### src/im2col_pkg.sv
// Shared widths, DMA register map, job word layout and FSM encodings
// for the im2col DMA address generator; referenced by package scope
`default_nettype none

package im2col_pkg;

  localparam int ADDR_W     = 32;
  localparam int DATA_W     = 32;
  localparam int DIM_W      = 16;
  localparam int PAD_W      = 6;
  localparam int STRIDE_W   = 4;
  localparam int ELEM_BYTES = 4;   // 32-bit elements only

  localparam int DMA_CH_NUM = 2;
  localparam int CH_IDX_W   = (DMA_CH_NUM > 1) ? $clog2(DMA_CH_NUM) : 1;
  localparam logic [ADDR_W-1:0] DMA_BASE_ADDR = 32'h0003_0000;
  localparam logic [ADDR_W-1:0] DMA_CH_SIZE   = 32'h0000_0100;

  localparam logic [ADDR_W-1:0] DMA_SRC_PTR_OFFSET        = 32'h00;
  localparam logic [ADDR_W-1:0] DMA_DST_PTR_OFFSET        = 32'h04;
  localparam logic [ADDR_W-1:0] DMA_SIZE_D1_OFFSET        = 32'h0C;  // Write launches the channel
  localparam logic [ADDR_W-1:0] DMA_SIZE_D2_OFFSET        = 32'h10;
  localparam logic [ADDR_W-1:0] DMA_INC_SRC_D1_OFFSET     = 32'h18;
  localparam logic [ADDR_W-1:0] DMA_INC_SRC_D2_OFFSET     = 32'h1C;
  localparam logic [ADDR_W-1:0] DMA_DIMENSIONALITY_OFFSET = 32'h34;
  localparam logic [ADDR_W-1:0] DMA_TOP_PAD_OFFSET        = 32'h3C;
  localparam logic [ADDR_W-1:0] DMA_LEFT_PAD_OFFSET       = 32'h48;

  // Job word, LSB first: n_zeros_left, n_zeros_top, size_d2, size_d1, inc_src_d2, dst, src
  localparam int JOB_ZL_LSB  = 0;
  localparam int JOB_ZT_LSB  = PAD_W;
  localparam int JOB_SD2_LSB = 2 * PAD_W;
  localparam int JOB_SD1_LSB = JOB_SD2_LSB + DIM_W;
  localparam int JOB_INC_LSB = JOB_SD1_LSB + DIM_W;
  localparam int JOB_DST_LSB = JOB_INC_LSB + DATA_W;
  localparam int JOB_SRC_LSB = JOB_DST_LSB + ADDR_W;
  localparam int JOB_W       = JOB_SRC_LSB + ADDR_W;

  localparam int FIFO_DEPTH = 4;

  localparam logic [1:0] CTRL_IDLE = 2'd0;
  localparam logic [1:0] CTRL_RUN  = 2'd1;
  localparam logic [1:0] CTRL_ACK  = 2'd2;

  localparam logic [2:0] GEN_IDLE      = 3'd0;
  localparam logic [2:0] GEN_OFFSETS   = 3'd1;
  localparam logic [2:0] GEN_ZEROS     = 3'd2;
  localparam logic [2:0] GEN_RUN_PARAM = 3'd3;
  localparam logic [2:0] GEN_PUSH      = 3'd4;
  localparam logic [2:0] GEN_UPDATE    = 3'd5;

  // Writer steps, in bus order; the writer advances by incrementing
  localparam logic [3:0] WR_DIM      = 4'd0;
  localparam logic [3:0] WR_TOP_PAD  = 4'd1;
  localparam logic [3:0] WR_LEFT_PAD = 4'd2;
  localparam logic [3:0] WR_SRC      = 4'd3;
  localparam logic [3:0] WR_DST      = 4'd4;
  localparam logic [3:0] WR_INC_D1   = 4'd5;
  localparam logic [3:0] WR_INC_D2   = 4'd6;
  localparam logic [3:0] WR_SIZE_D2  = 4'd7;
  localparam logic [3:0] WR_SIZE_D1  = 4'd8;

endpackage

`default_nettype wire

### src/dma_cfg_writer.sv
// Programs one queued job into a claimed DMA channel, one four-phase bus write
// per register; the SIZE_D1 write goes last and launches the channel
`timescale 1ns/1ps
`default_nettype none

module dma_cfg_writer (
  input  wire                               clk_i,
  input  wire                               rst_ni,
  input  wire                               fifo_empty_i,
  input  wire [im2col_pkg::JOB_W-1:0]       job_i,
  output logic                              pop_o,
  input  wire                               free_valid_i,
  input  wire [im2col_pkg::CH_IDX_W-1:0]    free_ch_i,
  input  wire                               first_use_i,
  output logic                              claim_o,
  output logic [im2col_pkg::CH_IDX_W-1:0]   claim_ch_o,
  output logic                              idle_o,
  input  wire [im2col_pkg::STRIDE_W-1:0]    stride_w_i,
  output logic                              bus_req_o,
  output logic [im2col_pkg::ADDR_W-1:0]     bus_addr_o,
  output logic [im2col_pkg::DATA_W-1:0]     bus_wdata_o,
  input  wire                               bus_ack_i
);

  logic                            busy_q, req_q;
  logic [3:0]                      step_q;
  logic [im2col_pkg::CH_IDX_W-1:0] ch_q;
  logic [im2col_pkg::ADDR_W-1:0]   offset;
  logic                            exch_done;  // Request dropped and ack back low

  assign claim_o    = !busy_q && !fifo_empty_i && free_valid_i;
  assign claim_ch_o = free_ch_i;
  assign idle_o     = !busy_q;
  assign bus_req_o  = req_q;
  assign exch_done  = busy_q && !req_q && !bus_ack_i;
  assign pop_o      = exch_done && (step_q == im2col_pkg::WR_SIZE_D1);
  assign bus_addr_o = im2col_pkg::DMA_BASE_ADDR + ch_q * im2col_pkg::DMA_CH_SIZE + offset;

  always_comb begin
    case (step_q)
      im2col_pkg::WR_DIM: begin
        offset      = im2col_pkg::DMA_DIMENSIONALITY_OFFSET;
        bus_wdata_o = 32'd1;  // 2-D transfers
      end
      im2col_pkg::WR_TOP_PAD: begin
        offset      = im2col_pkg::DMA_TOP_PAD_OFFSET;
        bus_wdata_o = 32'(job_i[im2col_pkg::JOB_ZT_LSB +: im2col_pkg::PAD_W])
                      * im2col_pkg::ELEM_BYTES;
      end
      im2col_pkg::WR_LEFT_PAD: begin
        offset      = im2col_pkg::DMA_LEFT_PAD_OFFSET;
        bus_wdata_o = 32'(job_i[im2col_pkg::JOB_ZL_LSB +: im2col_pkg::PAD_W])
                      * im2col_pkg::ELEM_BYTES;
      end
      im2col_pkg::WR_SRC: begin
        offset      = im2col_pkg::DMA_SRC_PTR_OFFSET;
        bus_wdata_o = job_i[im2col_pkg::JOB_SRC_LSB +: im2col_pkg::ADDR_W];
      end
      im2col_pkg::WR_DST: begin
        offset      = im2col_pkg::DMA_DST_PTR_OFFSET;
        bus_wdata_o = job_i[im2col_pkg::JOB_DST_LSB +: im2col_pkg::ADDR_W];
      end
      im2col_pkg::WR_INC_D1: begin
        offset      = im2col_pkg::DMA_INC_SRC_D1_OFFSET;
        bus_wdata_o = 32'(stride_w_i) * im2col_pkg::ELEM_BYTES;
      end
      im2col_pkg::WR_INC_D2: begin
        offset      = im2col_pkg::DMA_INC_SRC_D2_OFFSET;
        bus_wdata_o = job_i[im2col_pkg::JOB_INC_LSB +: im2col_pkg::DATA_W];
      end
      im2col_pkg::WR_SIZE_D2: begin
        offset      = im2col_pkg::DMA_SIZE_D2_OFFSET;
        bus_wdata_o = 32'(job_i[im2col_pkg::JOB_SD2_LSB +: im2col_pkg::DIM_W]);
      end
      default: begin  // SIZE_D1
        offset      = im2col_pkg::DMA_SIZE_D1_OFFSET;
        bus_wdata_o = 32'(job_i[im2col_pkg::JOB_SD1_LSB +: im2col_pkg::DIM_W]);
      end
    endcase
  end

  always_ff @(posedge clk_i or negedge rst_ni) begin
    if (!rst_ni) begin
      busy_q <= 1'b0;
      req_q  <= 1'b0;
      step_q <= im2col_pkg::WR_DIM;
      ch_q   <= '0;
    end else if (claim_o) begin
      busy_q <= 1'b1;
      req_q  <= 1'b1;
      step_q <= first_use_i ? im2col_pkg::WR_DIM : im2col_pkg::WR_TOP_PAD;
      ch_q   <= free_ch_i;
    end else if (req_q && bus_ack_i) begin
      req_q <= 1'b0;
    end else if (exch_done) begin
      if (step_q == im2col_pkg::WR_SIZE_D1) begin
        busy_q <= 1'b0;
      end else begin
        step_q <= step_q + 4'd1;
        req_q  <= 1'b1;
      end
    end
  end

endmodule

`default_nettype wire

### src/dma_channel_tracker.sv
// Busy and first-use bookkeeping per DMA channel, with lowest-free-channel search
`timescale 1ns/1ps
`default_nettype none

module dma_channel_tracker (
  input  wire                                 clk_i,
  input  wire                                 rst_ni,
  input  wire                                 run_start_i,
  input  wire [im2col_pkg::DMA_CH_NUM-1:0]    ch_mask_i,
  input  wire [im2col_pkg::DMA_CH_NUM-1:0]    dma_done_i,
  input  wire                                 claim_i,
  input  wire [im2col_pkg::CH_IDX_W-1:0]      claim_ch_i,
  output logic                                free_valid_o,
  output logic [im2col_pkg::CH_IDX_W-1:0]     free_ch_o,
  output logic                                first_use_o,
  output logic                                all_free_o
);

  logic [im2col_pkg::DMA_CH_NUM-1:0] busy_q, used_q, claim_oh;

  assign claim_oh    = {{(im2col_pkg::DMA_CH_NUM-1){1'b0}}, claim_i} << claim_ch_i;
  assign first_use_o = !used_q[free_ch_o];
  assign all_free_o  = ~|busy_q;

  // Scan from the top so the lowest idle channel wins
  always_comb begin
    free_valid_o = 1'b0;
    free_ch_o    = '0;
    for (int i = im2col_pkg::DMA_CH_NUM - 1; i >= 0; i--) begin
      if (ch_mask_i[i] && !busy_q[i]) begin
        free_valid_o = 1'b1;
        free_ch_o    = i[im2col_pkg::CH_IDX_W-1:0];
      end
    end
  end

  always_ff @(posedge clk_i or negedge rst_ni) begin
    if (!rst_ni) begin
      busy_q <= '0;
      used_q <= '0;
    end else begin
      busy_q <= (busy_q & ~dma_done_i) | claim_oh;
      used_q <= run_start_i ? '0 : (used_q | claim_oh);  // DIM rewritten each run
    end
  end

endmodule

`default_nettype wire

### src/im2col_ctrl.sv
// Four-phase start handshake and run completion for the im2col generator
`timescale 1ns/1ps
`default_nettype none

module im2col_ctrl (
  input  wire  clk_i,
  input  wire  rst_ni,
  input  wire  start_req_i,
  output logic start_ack_o,
  input  wire  gen_done_i,
  input  wire  fifo_empty_i,
  input  wire  writer_idle_i,
  input  wire  all_free_i,
  output logic run_start_o
);

  logic [1:0] state_q, state_d;
  logic       run_done;

  // Every job generated, written and finished by its channel
  assign run_done = gen_done_i && fifo_empty_i && writer_idle_i && all_free_i;

  // Request seen in idle is always a rising edge, ACK waits for it to fall
  assign run_start_o = (state_q == im2col_pkg::CTRL_IDLE) && start_req_i;
  assign start_ack_o = (state_q == im2col_pkg::CTRL_ACK);

  always_comb begin
    state_d = state_q;
    case (state_q)
      im2col_pkg::CTRL_IDLE: if (start_req_i) state_d = im2col_pkg::CTRL_RUN;
      im2col_pkg::CTRL_RUN:  if (run_done) state_d = im2col_pkg::CTRL_ACK;
      im2col_pkg::CTRL_ACK:  if (!start_req_i) state_d = im2col_pkg::CTRL_IDLE;
      default:               state_d = im2col_pkg::CTRL_IDLE;
    endcase
  end

  always_ff @(posedge clk_i or negedge rst_ni) begin
    if (!rst_ni) begin
      state_q <= im2col_pkg::CTRL_IDLE;
    end else begin
      state_q <= state_d;
    end
  end

endmodule

`default_nettype wire

### src/im2col_job_gen.sv
// Walks channel, filter row and filter column and computes one DMA job per step
// Each job takes five cycles and waits in the push state while the queue is full
`timescale 1ns/1ps
`default_nettype none

module im2col_job_gen (
  input  wire                                clk_i,
  input  wire                                rst_ni,
  input  wire                                run_start_i,
  input  wire [im2col_pkg::ADDR_W-1:0]       src_ptr_i,
  input  wire [im2col_pkg::ADDR_W-1:0]       dst_ptr_i,
  input  wire [im2col_pkg::DIM_W-1:0]        ih_i,
  input  wire [im2col_pkg::DIM_W-1:0]        iw_i,
  input  wire [im2col_pkg::DIM_W-1:0]        fh_i,
  input  wire [im2col_pkg::DIM_W-1:0]        fw_i,
  input  wire [im2col_pkg::DIM_W-1:0]        num_ch_i,
  input  wire [im2col_pkg::DIM_W-1:0]        n_patches_h_i,
  input  wire [im2col_pkg::DIM_W-1:0]        n_patches_w_i,
  input  wire [im2col_pkg::STRIDE_W-1:0]     stride_w_i,
  input  wire [im2col_pkg::STRIDE_W-1:0]     stride_h_i,
  input  wire [im2col_pkg::PAD_W-1:0]        pad_top_i,
  input  wire [im2col_pkg::PAD_W-1:0]        pad_left_i,
  input  wire                                fifo_full_i,
  output logic                               push_o,
  output logic [im2col_pkg::JOB_W-1:0]       job_o,
  output logic                               gen_done_o
);

  logic [2:0]                       state_q, state_d;
  logic [im2col_pkg::DIM_W-1:0]     ch_q, h_off_q, w_off_q;
  logic                             last_job;
  logic [31:0]                      row_base_q, col_base_q;  // Offset minus padding, may wrap
  logic [im2col_pkg::PAD_W-1:0]     zt_q, zl_q;
  logic [im2col_pkg::DIM_W-1:0]     sd1_d, sd2_d, sd1_q, sd2_q;
  logic [31:0]                      index_d, inc_d, inc_q;
  logic [im2col_pkg::ADDR_W-1:0]    src_q, dst_q;

  // Ceiling of the padding still ahead of the window, in strides
  function automatic logic [im2col_pkg::PAD_W-1:0] zero_count(
    input logic [31:0]                   base,
    input logic [im2col_pkg::STRIDE_W-1:0] stride
  );
    logic [31:0] gap;
    logic [31:0] quot;
    gap  = 32'd0 - base + 32'(stride) - 32'd1;
    quot = gap / 32'(stride);
    return base[31] ? quot[im2col_pkg::PAD_W-1:0] : '0;
  endfunction

  assign sd1_d   = n_patches_w_i - zl_q;
  assign sd2_d   = n_patches_h_i - zt_q;
  assign index_d = (32'(ch_q) * 32'(ih_i) + row_base_q + 32'(zt_q) * 32'(stride_h_i))
                   * 32'(iw_i) + col_base_q + 32'(zl_q) * 32'(stride_w_i);
  assign inc_d   = (32'(stride_h_i) * 32'(iw_i) - (32'(sd1_d) - 32'd1) * 32'(stride_w_i))
                   * im2col_pkg::ELEM_BYTES;

  assign last_job = (w_off_q == fw_i - 1'b1) && (h_off_q == fh_i - 1'b1)
                    && (ch_q == num_ch_i - 1'b1);
  assign push_o   = (state_q == im2col_pkg::GEN_PUSH) && !fifo_full_i;
  assign job_o    = {src_q, dst_q, inc_q, sd1_q, sd2_q, zt_q, zl_q};

  always_comb begin
    state_d = state_q;
    case (state_q)
      im2col_pkg::GEN_IDLE:      if (run_start_i) state_d = im2col_pkg::GEN_OFFSETS;
      im2col_pkg::GEN_OFFSETS:   state_d = im2col_pkg::GEN_ZEROS;
      im2col_pkg::GEN_ZEROS:     state_d = im2col_pkg::GEN_RUN_PARAM;
      im2col_pkg::GEN_RUN_PARAM: state_d = im2col_pkg::GEN_PUSH;
      im2col_pkg::GEN_PUSH:      if (!fifo_full_i) state_d = im2col_pkg::GEN_UPDATE;
      im2col_pkg::GEN_UPDATE: begin
        state_d = last_job ? im2col_pkg::GEN_IDLE : im2col_pkg::GEN_OFFSETS;
      end
      default: state_d = im2col_pkg::GEN_IDLE;
    endcase
  end

  always_ff @(posedge clk_i or negedge rst_ni) begin
    if (!rst_ni) begin
      state_q    <= im2col_pkg::GEN_IDLE;
      ch_q       <= '0;
      h_off_q    <= '0;
      w_off_q    <= '0;
      gen_done_o <= 1'b0;
    end else begin
      state_q <= state_d;
      if (run_start_i) begin
        ch_q       <= '0;
        h_off_q    <= '0;
        w_off_q    <= '0;
        gen_done_o <= 1'b0;
      end else if (state_q == im2col_pkg::GEN_UPDATE) begin
        gen_done_o <= last_job;
        if (w_off_q == fw_i - 1'b1) begin  // Column wraps into next row, then channel
          w_off_q <= '0;
          if (h_off_q == fh_i - 1'b1) begin
            h_off_q <= '0;
            ch_q    <= ch_q + 1'b1;
          end else begin
            h_off_q <= h_off_q + 1'b1;
          end
        end else begin
          w_off_q <= w_off_q + 1'b1;
        end
      end
    end
  end

  always_ff @(posedge clk_i) begin
    if (run_start_i) begin
      dst_q <= dst_ptr_i;
    end
    case (state_q)
      im2col_pkg::GEN_OFFSETS: begin
        row_base_q <= 32'(h_off_q) - 32'(pad_top_i);
        col_base_q <= 32'(w_off_q) - 32'(pad_left_i);
      end
      im2col_pkg::GEN_ZEROS: begin
        zt_q <= zero_count(row_base_q, stride_h_i);
        zl_q <= zero_count(col_base_q, stride_w_i);
      end
      im2col_pkg::GEN_RUN_PARAM: begin
        sd1_q <= sd1_d;
        sd2_q <= sd2_d;
        inc_q <= inc_d;
        src_q <= src_ptr_i + index_d * im2col_pkg::ELEM_BYTES;
      end
      im2col_pkg::GEN_UPDATE: begin  // One output patch plane per job
        dst_q <= dst_q + 32'(n_patches_h_i) * 32'(n_patches_w_i) * im2col_pkg::ELEM_BYTES;
      end
      default: ;
    endcase
  end

endmodule

`default_nettype wire

### src/im2col_top.sv
// Top level of the im2col DMA address generator; the configuration ports
// must stay stable while the start request is high
`timescale 1ns/1ps
`default_nettype none

module im2col_top (
  input  wire                                clk_i,
  input  wire                                rst_ni,
  input  wire                                start_req_i,
  output logic                               start_ack_o,
  input  wire [im2col_pkg::ADDR_W-1:0]       src_ptr_i,
  input  wire [im2col_pkg::ADDR_W-1:0]       dst_ptr_i,
  input  wire [im2col_pkg::DIM_W-1:0]        ih_i,
  input  wire [im2col_pkg::DIM_W-1:0]        iw_i,
  input  wire [im2col_pkg::DIM_W-1:0]        fh_i,
  input  wire [im2col_pkg::DIM_W-1:0]        fw_i,
  input  wire [im2col_pkg::DIM_W-1:0]        num_ch_i,
  input  wire [im2col_pkg::DIM_W-1:0]        n_patches_h_i,
  input  wire [im2col_pkg::DIM_W-1:0]        n_patches_w_i,
  input  wire [im2col_pkg::STRIDE_W-1:0]     stride_w_i,
  input  wire [im2col_pkg::STRIDE_W-1:0]     stride_h_i,
  input  wire [im2col_pkg::PAD_W-1:0]        pad_top_i,
  input  wire [im2col_pkg::PAD_W-1:0]        pad_left_i,
  input  wire [im2col_pkg::DMA_CH_NUM-1:0]   ch_mask_i,
  output logic                               bus_req_o,
  output logic [im2col_pkg::ADDR_W-1:0]      bus_addr_o,
  output logic [im2col_pkg::DATA_W-1:0]      bus_wdata_o,
  input  wire                                bus_ack_i,
  input  wire [im2col_pkg::DMA_CH_NUM-1:0]   dma_done_i
);

  logic                            run_start, gen_done, writer_idle, all_free;
  logic                            fifo_push, fifo_pop, fifo_full, fifo_empty;
  logic [im2col_pkg::JOB_W-1:0]    job_in, job_out;
  logic                            free_valid, first_use, claim;
  logic [im2col_pkg::CH_IDX_W-1:0] free_ch, claim_ch;

  im2col_ctrl u_ctrl (
    .clk_i, .rst_ni, .start_req_i, .start_ack_o,
    .gen_done_i    (gen_done),
    .fifo_empty_i  (fifo_empty),
    .writer_idle_i (writer_idle),
    .all_free_i    (all_free),
    .run_start_o   (run_start)
  );

  im2col_job_gen u_job_gen (
    .clk_i, .rst_ni,
    .run_start_i (run_start),
    .src_ptr_i, .dst_ptr_i, .ih_i, .iw_i, .fh_i, .fw_i, .num_ch_i,
    .n_patches_h_i, .n_patches_w_i, .stride_w_i, .stride_h_i, .pad_top_i, .pad_left_i,
    .fifo_full_i (fifo_full),
    .push_o      (fifo_push),
    .job_o       (job_in),
    .gen_done_o  (gen_done)
  );

  job_fifo #(
    .DEPTH (im2col_pkg::FIFO_DEPTH)
  ) u_job_fifo (
    .clk_i, .rst_ni,
    .push_i  (fifo_push),
    .data_i  (job_in),
    .pop_i   (fifo_pop),
    .data_o  (job_out),
    .full_o  (fifo_full),
    .empty_o (fifo_empty)
  );

  dma_channel_tracker u_tracker (
    .clk_i, .rst_ni, .ch_mask_i, .dma_done_i,
    .run_start_i  (run_start),
    .claim_i      (claim),
    .claim_ch_i   (claim_ch),
    .free_valid_o (free_valid),
    .free_ch_o    (free_ch),
    .first_use_o  (first_use),
    .all_free_o   (all_free)
  );

  dma_cfg_writer u_writer (
    .clk_i, .rst_ni, .stride_w_i, .bus_req_o, .bus_addr_o, .bus_wdata_o, .bus_ack_i,
    .fifo_empty_i (fifo_empty),
    .job_i        (job_out),
    .pop_o        (fifo_pop),
    .free_valid_i (free_valid),
    .free_ch_i    (free_ch),
    .first_use_i  (first_use),
    .claim_o      (claim),
    .claim_ch_o   (claim_ch),
    .idle_o       (writer_idle)
  );

endmodule

`default_nettype wire

### src/job_fifo.sv
// Fall-through queue of job words between generator and DMA writer
`timescale 1ns/1ps
`default_nettype none

module job_fifo #(
  parameter int DEPTH = 4
) (
  input  wire                          clk_i,
  input  wire                          rst_ni,
  input  wire                          push_i,
  input  wire [im2col_pkg::JOB_W-1:0]  data_i,
  input  wire                          pop_i,
  output logic [im2col_pkg::JOB_W-1:0] data_o,
  output logic                         full_o,
  output logic                         empty_o
);

  logic [im2col_pkg::JOB_W-1:0] mem [DEPTH];
  logic [$clog2(DEPTH)-1:0]     wptr_q, rptr_q;
  logic [$clog2(DEPTH+1)-1:0]   cnt_q;
  logic                         do_push, do_pop;

  assign full_o  = (cnt_q == DEPTH);
  assign empty_o = (cnt_q == 0);
  assign data_o  = mem[rptr_q];  // Head visible without a read cycle
  assign do_push = push_i && !full_o;
  assign do_pop  = pop_i && !empty_o;

  always_ff @(posedge clk_i or negedge rst_ni) begin
    if (!rst_ni) begin
      wptr_q <= '0;
      rptr_q <= '0;
      cnt_q  <= '0;
    end else begin
      if (do_push) begin
        wptr_q <= (wptr_q == DEPTH - 1) ? '0 : wptr_q + 1'b1;
      end
      if (do_pop) begin
        rptr_q <= (rptr_q == DEPTH - 1) ? '0 : rptr_q + 1'b1;
      end
      cnt_q <= cnt_q + do_push - do_pop;
    end
  end

  always_ff @(posedge clk_i) begin
    if (do_push) begin
      mem[wptr_q] <= data_i;
    end
  end

endmodule

`default_nettype wire

### config.mk
export PLATFORM = sky130hd
export DESIGN_NAME = im2col_top
export DESIGN_NICKNAME = d
export VERILOG_FILES = /design/src/im2col_pkg.sv /design/src/dma_cfg_writer.sv /design/src/dma_channel_tracker.sv /design/src/im2col_ctrl.sv /design/src/im2col_job_gen.sv /design/src/im2col_top.sv /design/src/job_fifo.sv
export SDC_FILE = /design/constraint.sdc
export NUM_CORES = 2
export LEC_CHECK = 0
export BUFFER_PORTS_ARGS = -buffer_cell sky130_fd_sc_hd__buf_2
export CORE_ASPECT_RATIO = 0.8
export CORE_MARGIN = 2
export CORE_UTILIZATION = 55
export CTS_CLUSTER_SIZE = 14
export DETAILED_ROUTE_END_ITERATION = 10
export GPL_TIMING_DRIVEN = 0
export PLACE_DENSITY = 0.69
export SLEW_MARGIN = 10
export SYNTH_ARGS = -nofsm -noshare
export SYNTH_HDL_FRONTEND = slang
export SYNTH_SLANG_ARGS = --single-unit
### constraint.sdc
create_clock -name clk_i -period 96.5 [get_ports clk_i]
set_input_delay 9.65 -clock clk_i [delete_from_list [all_inputs] [get_ports clk_i]]
set_output_delay 9.65 -clock clk_i [all_outputs]
set_load 0.01 [all_outputs]
# Word-level counts from Yosys, hierarchy flattened
# Memory sizes are Yosys's and may differ from the RTL's.
# Index checks and enable logic that the tools add are counted.
dict set report op_classes {
  div_mod_pow 2
  magnitude_cmp 1
  mul 7
  bitwise 4
  reduce_logical 43
  muxes 48
  eq_ne 29
  add_sub_neg 31
  shifts 1
}
# cell count
set op_table {}
lappend op_table {{case mux 32 bit (8 select lines)} 1}
lappend op_table {{2-to-1 mux 16 bit} 11}
lappend op_table {{adder 32 bit} 3}
lappend op_table {{adder 32 x 4 -> 32 bit} 2}
lappend op_table {{divider 32 x 4 -> 32 bit} 2}
lappend op_table {{2-to-1 mux 32 bit} 2}
lappend op_table {{subtractor 1 x 32 -> 32 bit (first input constant)} 2}
lappend op_table {{subtractor 32 x 1 -> 32 bit (second input constant)} 2}
lappend op_table {{case mux 7 bit (8 select lines)} 1}
lappend op_table {{adder 16 x 1 -> 16 bit (second input constant)} 3}
lappend op_table {{equality test 16 bit} 3}
lappend op_table {{subtractor 16 x 1 -> 16 bit (second input constant)} 3}
lappend op_table {{subtractor 16 x 6 -> 17 bit} 2}
lappend op_table {{adder 32 x 10 -> 32 bit} 1}
lappend op_table {{adder 32 x 7 -> 32 bit} 1}
lappend op_table {{multiplier 16 x 16 -> 32 bit} 1}
lappend op_table {{multiplier 32 x 16 -> 30 bit} 1}
lappend op_table {{multiplier 32 x 4 -> 30 bit} 1}
lappend op_table {{subtractor 16 x 6 -> 16 bit} 2}
lappend op_table {{adder 30 x 10 -> 30 bit} 1}
lappend op_table {{adder 30 bit} 1}
lappend op_table {{multiplier 16 x 16 -> 30 bit} 1}
lappend op_table {{subtractor 20 x 30 -> 30 bit} 1}
lappend op_table {{multiplier 4 x 16 -> 20 bit} 1}
lappend op_table {{40 further kinds} 117}
dict set report word_totals {
  wordCells 191
  in_bits 204
  latch_bits 0
  output_inout_bits 66
  ff_bits 259
  mem_bits_rw 552
  mem_bits_ro 0
  memories 1
}
# memory words word_bits rd rd_ports_with_merged_regs write_ports line_no
set mem_list {}
lappend mem_list {u_job_fifo.mem 4 138 1 0 1 job_fifo.sv:18} ;# logic [im2col_pkg::JOB_W-1:0] mem [DEPTH];

# Longest topological paths before layout
dict set report depth {
  depth_word 8
  ltp_mapped 368
  mapped_depth_nobuf 342
}

# Hierarchy
# From an unflattened synthesis, not the netlist that was laid out.
dict set report hier_totals {
  hier_cells 11942
  area_unflattened_um2 109784.0
}
# module n_inst cells_per_inst area_each_um2
set modules_own_cells {}
lappend modules_own_cells {im2col_job_gen 1 10911 87152.3}
lappend modules_own_cells {job_fifo 1 771 20618.5}
lappend modules_own_cells {dma_cfg_writer 1 230 1706.6}
lappend modules_own_cells {dma_channel_tracker 1 20 196.4}
lappend modules_own_cells {im2col_ctrl 1 10 110.1}

# Worst setup path after synthesis
# No wires, ideal clock.
dict set report synth_path {
  kind {input port to flip-flop}
  startpoint {in stride_h_i[3] (netlist bit)}
  endpoint {reg u_job_gen.zt_q[0] (netlist bit), data pin}
  n_path_buf 27
  setup_ps 277
  path_stages 343
  setup_slack_ps 18589
  t_arrival_ps 77634
  path_cell_list {ha_1 buf_4 nand4bb_1 o22a_2 o21ai_1 clkbuf_1 inv_1 ha_1 nor4b_1 a21oi_1 ha_1 o21a_1 o21a_1 o31a_1 o31ai_1 ha_1 or3_1 nand4_1 (+307 left out) nor2_1 nand2_1 a211oi_1 nand3_1 nor4_4 nand2_1 nor2_1 a21oi_1 ha_1 a21boi_0 o21ai_0 nand2b_1 a2111oi_0 nand4_1 a2111o_1 a221o_1 nor4_1 a41oi_1}
}
dict set report synth_between {
  elab_chain_cells 3
}
# element line_no
set synth_rtl {}
lappend synth_rtl {{start, declared} im2col_top.sv:21} ;# input wire [im2col_pkg::STRIDE_W-1:0] stride_h_i,
lappend synth_rtl {{adder 32 x 4 -> 32 bit} im2col_job_gen.sv:45} ;# gap = 32'd0 - base + 32'(stride) - 32'd1;
lappend synth_rtl {{subtractor 32 x 1 -> 32 bit} im2col_job_gen.sv:45}
lappend synth_rtl {{divider 32 x 4 -> 32 bit (*)} im2col_job_gen.sv:46} ;# quot = gap / 32'(stride);
lappend synth_rtl {{end signal, assigned} im2col_job_gen.sv:118} ;# zt_q <= zero_count(row_base_q, stride_h_i);
lappend synth_rtl {{end, declared} im2col_job_gen.sv:33} ;# logic [im2col_pkg::PAD_W-1:0] zt_q, zl_q;
# Mark *: on every way between the ends. The rest lies on a longest branch, timed or not.
# A chain may end at the register's enable or synchronous reset.

# Worst setup path after layout
dict set report layout_path {
  startpoint {in stride_w_i[1] (netlist bit)}
  endpoint {reg u_job_gen.zl_q[0] (netlist bit), data pin}
}
dict set report layout_between {
  elab_chain_cells 3
}
# element line_no
set layout_rtl {}
lappend layout_rtl {{start, declared} im2col_top.sv:20} ;# input wire [im2col_pkg::STRIDE_W-1:0] stride_w_i,
lappend layout_rtl {{adder 32 x 4 -> 32 bit} im2col_job_gen.sv:45}
lappend layout_rtl {{subtractor 32 x 1 -> 32 bit} im2col_job_gen.sv:45}
lappend layout_rtl {{divider 32 x 4 -> 32 bit (*)} im2col_job_gen.sv:46}
lappend layout_rtl {{end signal, assigned} im2col_job_gen.sv:119} ;# zl_q <= zero_count(col_base_q, stride_w_i);
lappend layout_rtl {{end, declared} im2col_job_gen.sv:33}
# Marked as above.

==> summary.md <==
| Metric | Value |
|---|---|
| Max incr delay on CP | 0.63 ns |
| Status | finished clean |
| Wire per inst | 23.2 um |
| Slowest-stage cell, CP | a2111oi_0 |
| Tmin final | 90.59 ns |
| Row count | 145 |
| Final wirelength | 342000 um |
| Clock Path Buffers | 3 |
| # DRC | 0 |
| Grt ovf | 0 |
| FF+latch count, synth | 796 |
| Clock tree sinks | 796 |
| Synthesized cell area | 108000 um^2 |
| Slew headroom | 8.88% |
| Port bufs | 225 |
| EDFF count, synth | 724 |
| TritonCTS clock tree | built |
| Starting density of the core | 55.2% |
| Die height | 400 um |
| Wire length of the first global-routing pass | 528000 um |
| Nets | 13900 |
| Register Area | 23500 um^2 |
| RSZ-0062 raised after global routing | false |
| Worst Path Max Fanout | 10 |
| Die area | 199000 um^2 |
| Setup violators final | 0 |
| Total clock buffers created by CTS | 75 |
| Avg Cell Area, Syn | 9.18 um^2 |
| RD Place Congestion | 0.951 |
| # hold bufs at CTS | 0 |
| ANT nets after route | 0 |
| Measured slew at the worst slew-check pin | 1.36 ns |
| Initial DRC Count | 8703 |
| Vias in the first global route | 89500 |
| Ys flop type | edfxtp_1 |
| Core ar. | 195000 um^2 |
| Skew-Pair Late Insertion Delay | 0.71 ns |
| Antenna violations before repair | 34 |
| Yosys cell types | 204 |
| Post-Syn Instances | 11700 |
| Root buffer cell | clkbuf_16 |
| Area Overhead vs Synth | 7.19% |
| Share of layout cells above drive strength 1 | 10.6% |
| Setup crit start kind | input pin |
| Max-Cap Viols | 0 |
| Worst setup EP type | register |
| Hold crit path type | register to register |
| FMAX | 0.0110 GHz |
| Final hold viol count | 0 |
| Critical path arrival | 91.00 ns |
| Crit path kind | input pin to register |
| Htree depth | 3 |
| All-Layer GR Usage | 33.9% |
| Syn. warnings | 0 |
| Multi-input gate area | 77300 um^2 |
| Chip width | 499 um |
| Max Slew Vio Count | 0 |
| # IOs | 270 |
| Post-synth ARST share | 9.05% |
| Drt pass-1 iters | 6 |
| Setup TNS | 0 ns |
| Period Utilization, post-route | 93.9% |
| Filler cell count | 16900 |
| Worst Skew | 0.0757 ns |
| Vias per cell | 6.20 |
| Req. time, crit path | 96.91 ns |
| Register area share after synthesis | 21.9% |
| Clk slew on worst S/H paths | 0.07 ns |
| Maximum number of pins on one net before global-route repair | 52 |
| Post-detail-place hpwl | 281000 um |
| Via count | 91400 |
layout by cell type (no fill, tap or decap), types with 138 or more instances in the layout:
cell type and count:
o21ai_0 364, clkbuf_1 284, xor2_1 234, inv_1 1327
xnor2_1 481, o21bai_1 142, nand3_1 238, a21oi_1 524
ha_1 737, edfxtp_1 724, nor3_1 319, mux4_2 138
o21a_1 151, nand2_1 1250, and2_1 506, nor2_1 741
buf_2 248, fa_1 873
critical path, delay by kind of cell:
family | cells | cell delay, ns
simple gates | 129 | 31.09
buf+inv | 29 | 5.29
fa+ha+maj | 33 | 9.84
mux | 8 | 2.66
compound gates | 138 | 32.19
cell usage after synthesis (80+ instances only):
cell / instances / share of area [%]
nor2_1: 747 / 2.6
nor4_1: 86 / 0.50
and2_1: 510 / 3.0
edfxtp_1: 724 / 20
ha_1: 737 / 8.6
clkbuf_1: 272 / 0.95
o21ai_0: 365 / 1.7
fa_1: 873 / 16
mux2i_1: 95 / 0.88
nand4_1: 89 / 0.52
nand2b_1: 102 / 0.59
or3_1: 97 / 0.56
xnor2_1: 482 / 3.9
nand2_1: 1251 / 4.4
o21a_1: 151 / 1.1
nor3_1: 323 / 1.5
mux4_2: 138 / 2.9
inv_1: 1335 / 4.7
xor2_1: 234 / 1.9
a31oi_1: 80 / 0.46
a21o_1: 118 / 0.82
o21bai_1: 142 / 0.99
nand3_1: 238 / 1.1
a21oi_1: 530 / 2.5
a211oi_1: 81 / 0.56
final timing paths:
| kind | slack, ns | startpoint | cells after the start | to |
|---|---|---|---|---|
| max | 5.91 | stride_w_i[1] | 337 | u_job_gen.zl_q[0] |
| min | 0.48 | u_job_gen.src_q[7] | 0 | u_job_fifo.mem[3][113] |
| max reg2reg | 14.23 | u_job_gen.col_base_q[16] | 334 | u_job_gen.zl_q[0] |
| min reg2reg | 0.48 | u_job_gen.src_q[7] | 0 | u_job_fifo.mem[3][113] |
| min in group asynchronous | 8.87 | rst_ni | 1 | u_tracker.busy_q[1] |
| max in group asynchronous | 86.91 | rst_ni | 2 | u_job_gen.ch_q[8] |
stage by stage:
stage          instance area (um^2)  setup WS [ns]  util (%)  hold slack, ns  instances
4_1_cts                      115000           2.71      59.1           0.470      14700
3_3_place_gp                 112000           3.67      57.5           0.467      14600
6_report                     115000           5.91      59.2           0.483      14700
2_1_floorplan                108000          18.59         -           0.448      11800
5_1_grt                      115000         0.0529      59.2           0.505      14700
3_5_place_dp                 113000           2.40      57.9           0.482      14600
cell type report:
class | instances | share of cell area, %
Buffer | 424 | 1.88
Clock buffer | 98 | 1.78
Tap cell | 2572 | 2.79
Timing Repair Buffer | 256 | 1.53
Clock inverter | 29 | 0.316
Inverter | 1343 | 4.37
Antenna cell | 12 | 0.0260
Multi-Input combinational cell | 9194 | 66.9
Sequential cell | 796 | 20.4
metal layers:
metal  vias up  global-route usage [%]  share of wire (%)
li1      41900                       -                  -
met1     45300                    48.7                 44
met2      3652                    52.7                 44
met3       460                    5.88                8.3
met4        18                    9.98                3.4
met5         -                       0              0.034
sequential cells by signal, indices dropped and copies added, names as in the netlist, 3 cells and up:
signal and count:
u_job_gen.row_base_q 17, u_job_gen.ch_q 16, u_job_gen.zt_q 6, u_job_gen.src_q 32, u_job_gen.zl_q 6, u_job_fifo.cnt_q 3
u_job_gen.sd2_q 16, u_job_gen.dst_q 32, u_job_gen.col_base_q 17, u_job_gen.w_off_q 16, u_job_fifo.mem 552, u_job_gen.sd1_q 16
u_job_gen.h_off_q 16, u_writer.step_q 4, u_job_gen.state_q 3, u_job_gen.inc_q 30
cells by family (layout without fill, tap and decap cells):
family,after synthesis,in the layout,share of synthesized area [%]
buffers and inverters,1767,2150,6.68
muxes,319,319,4.71
and+or+nand+nor,4126,4126,20.2
adders and majority gates,1613,1613,24.8
DFF,796,796,21.9
other,2,38,0.00697
xor gates and xnor gates,722,722,5.92
AOI/OAI and AO/OA,2388,2388,15.8
repair_timing:
| action | in CTS | in global routing |
|---|---|---|
| endpoints found under the setup margin | 0 | 3 |
| buffers inserted | 0 | 2 |
| gates resized for setup | 0 | 41 |
Power is not shown: default switching activity piles up to over one toggle a cycle in this logic, so the estimate is an artifact.
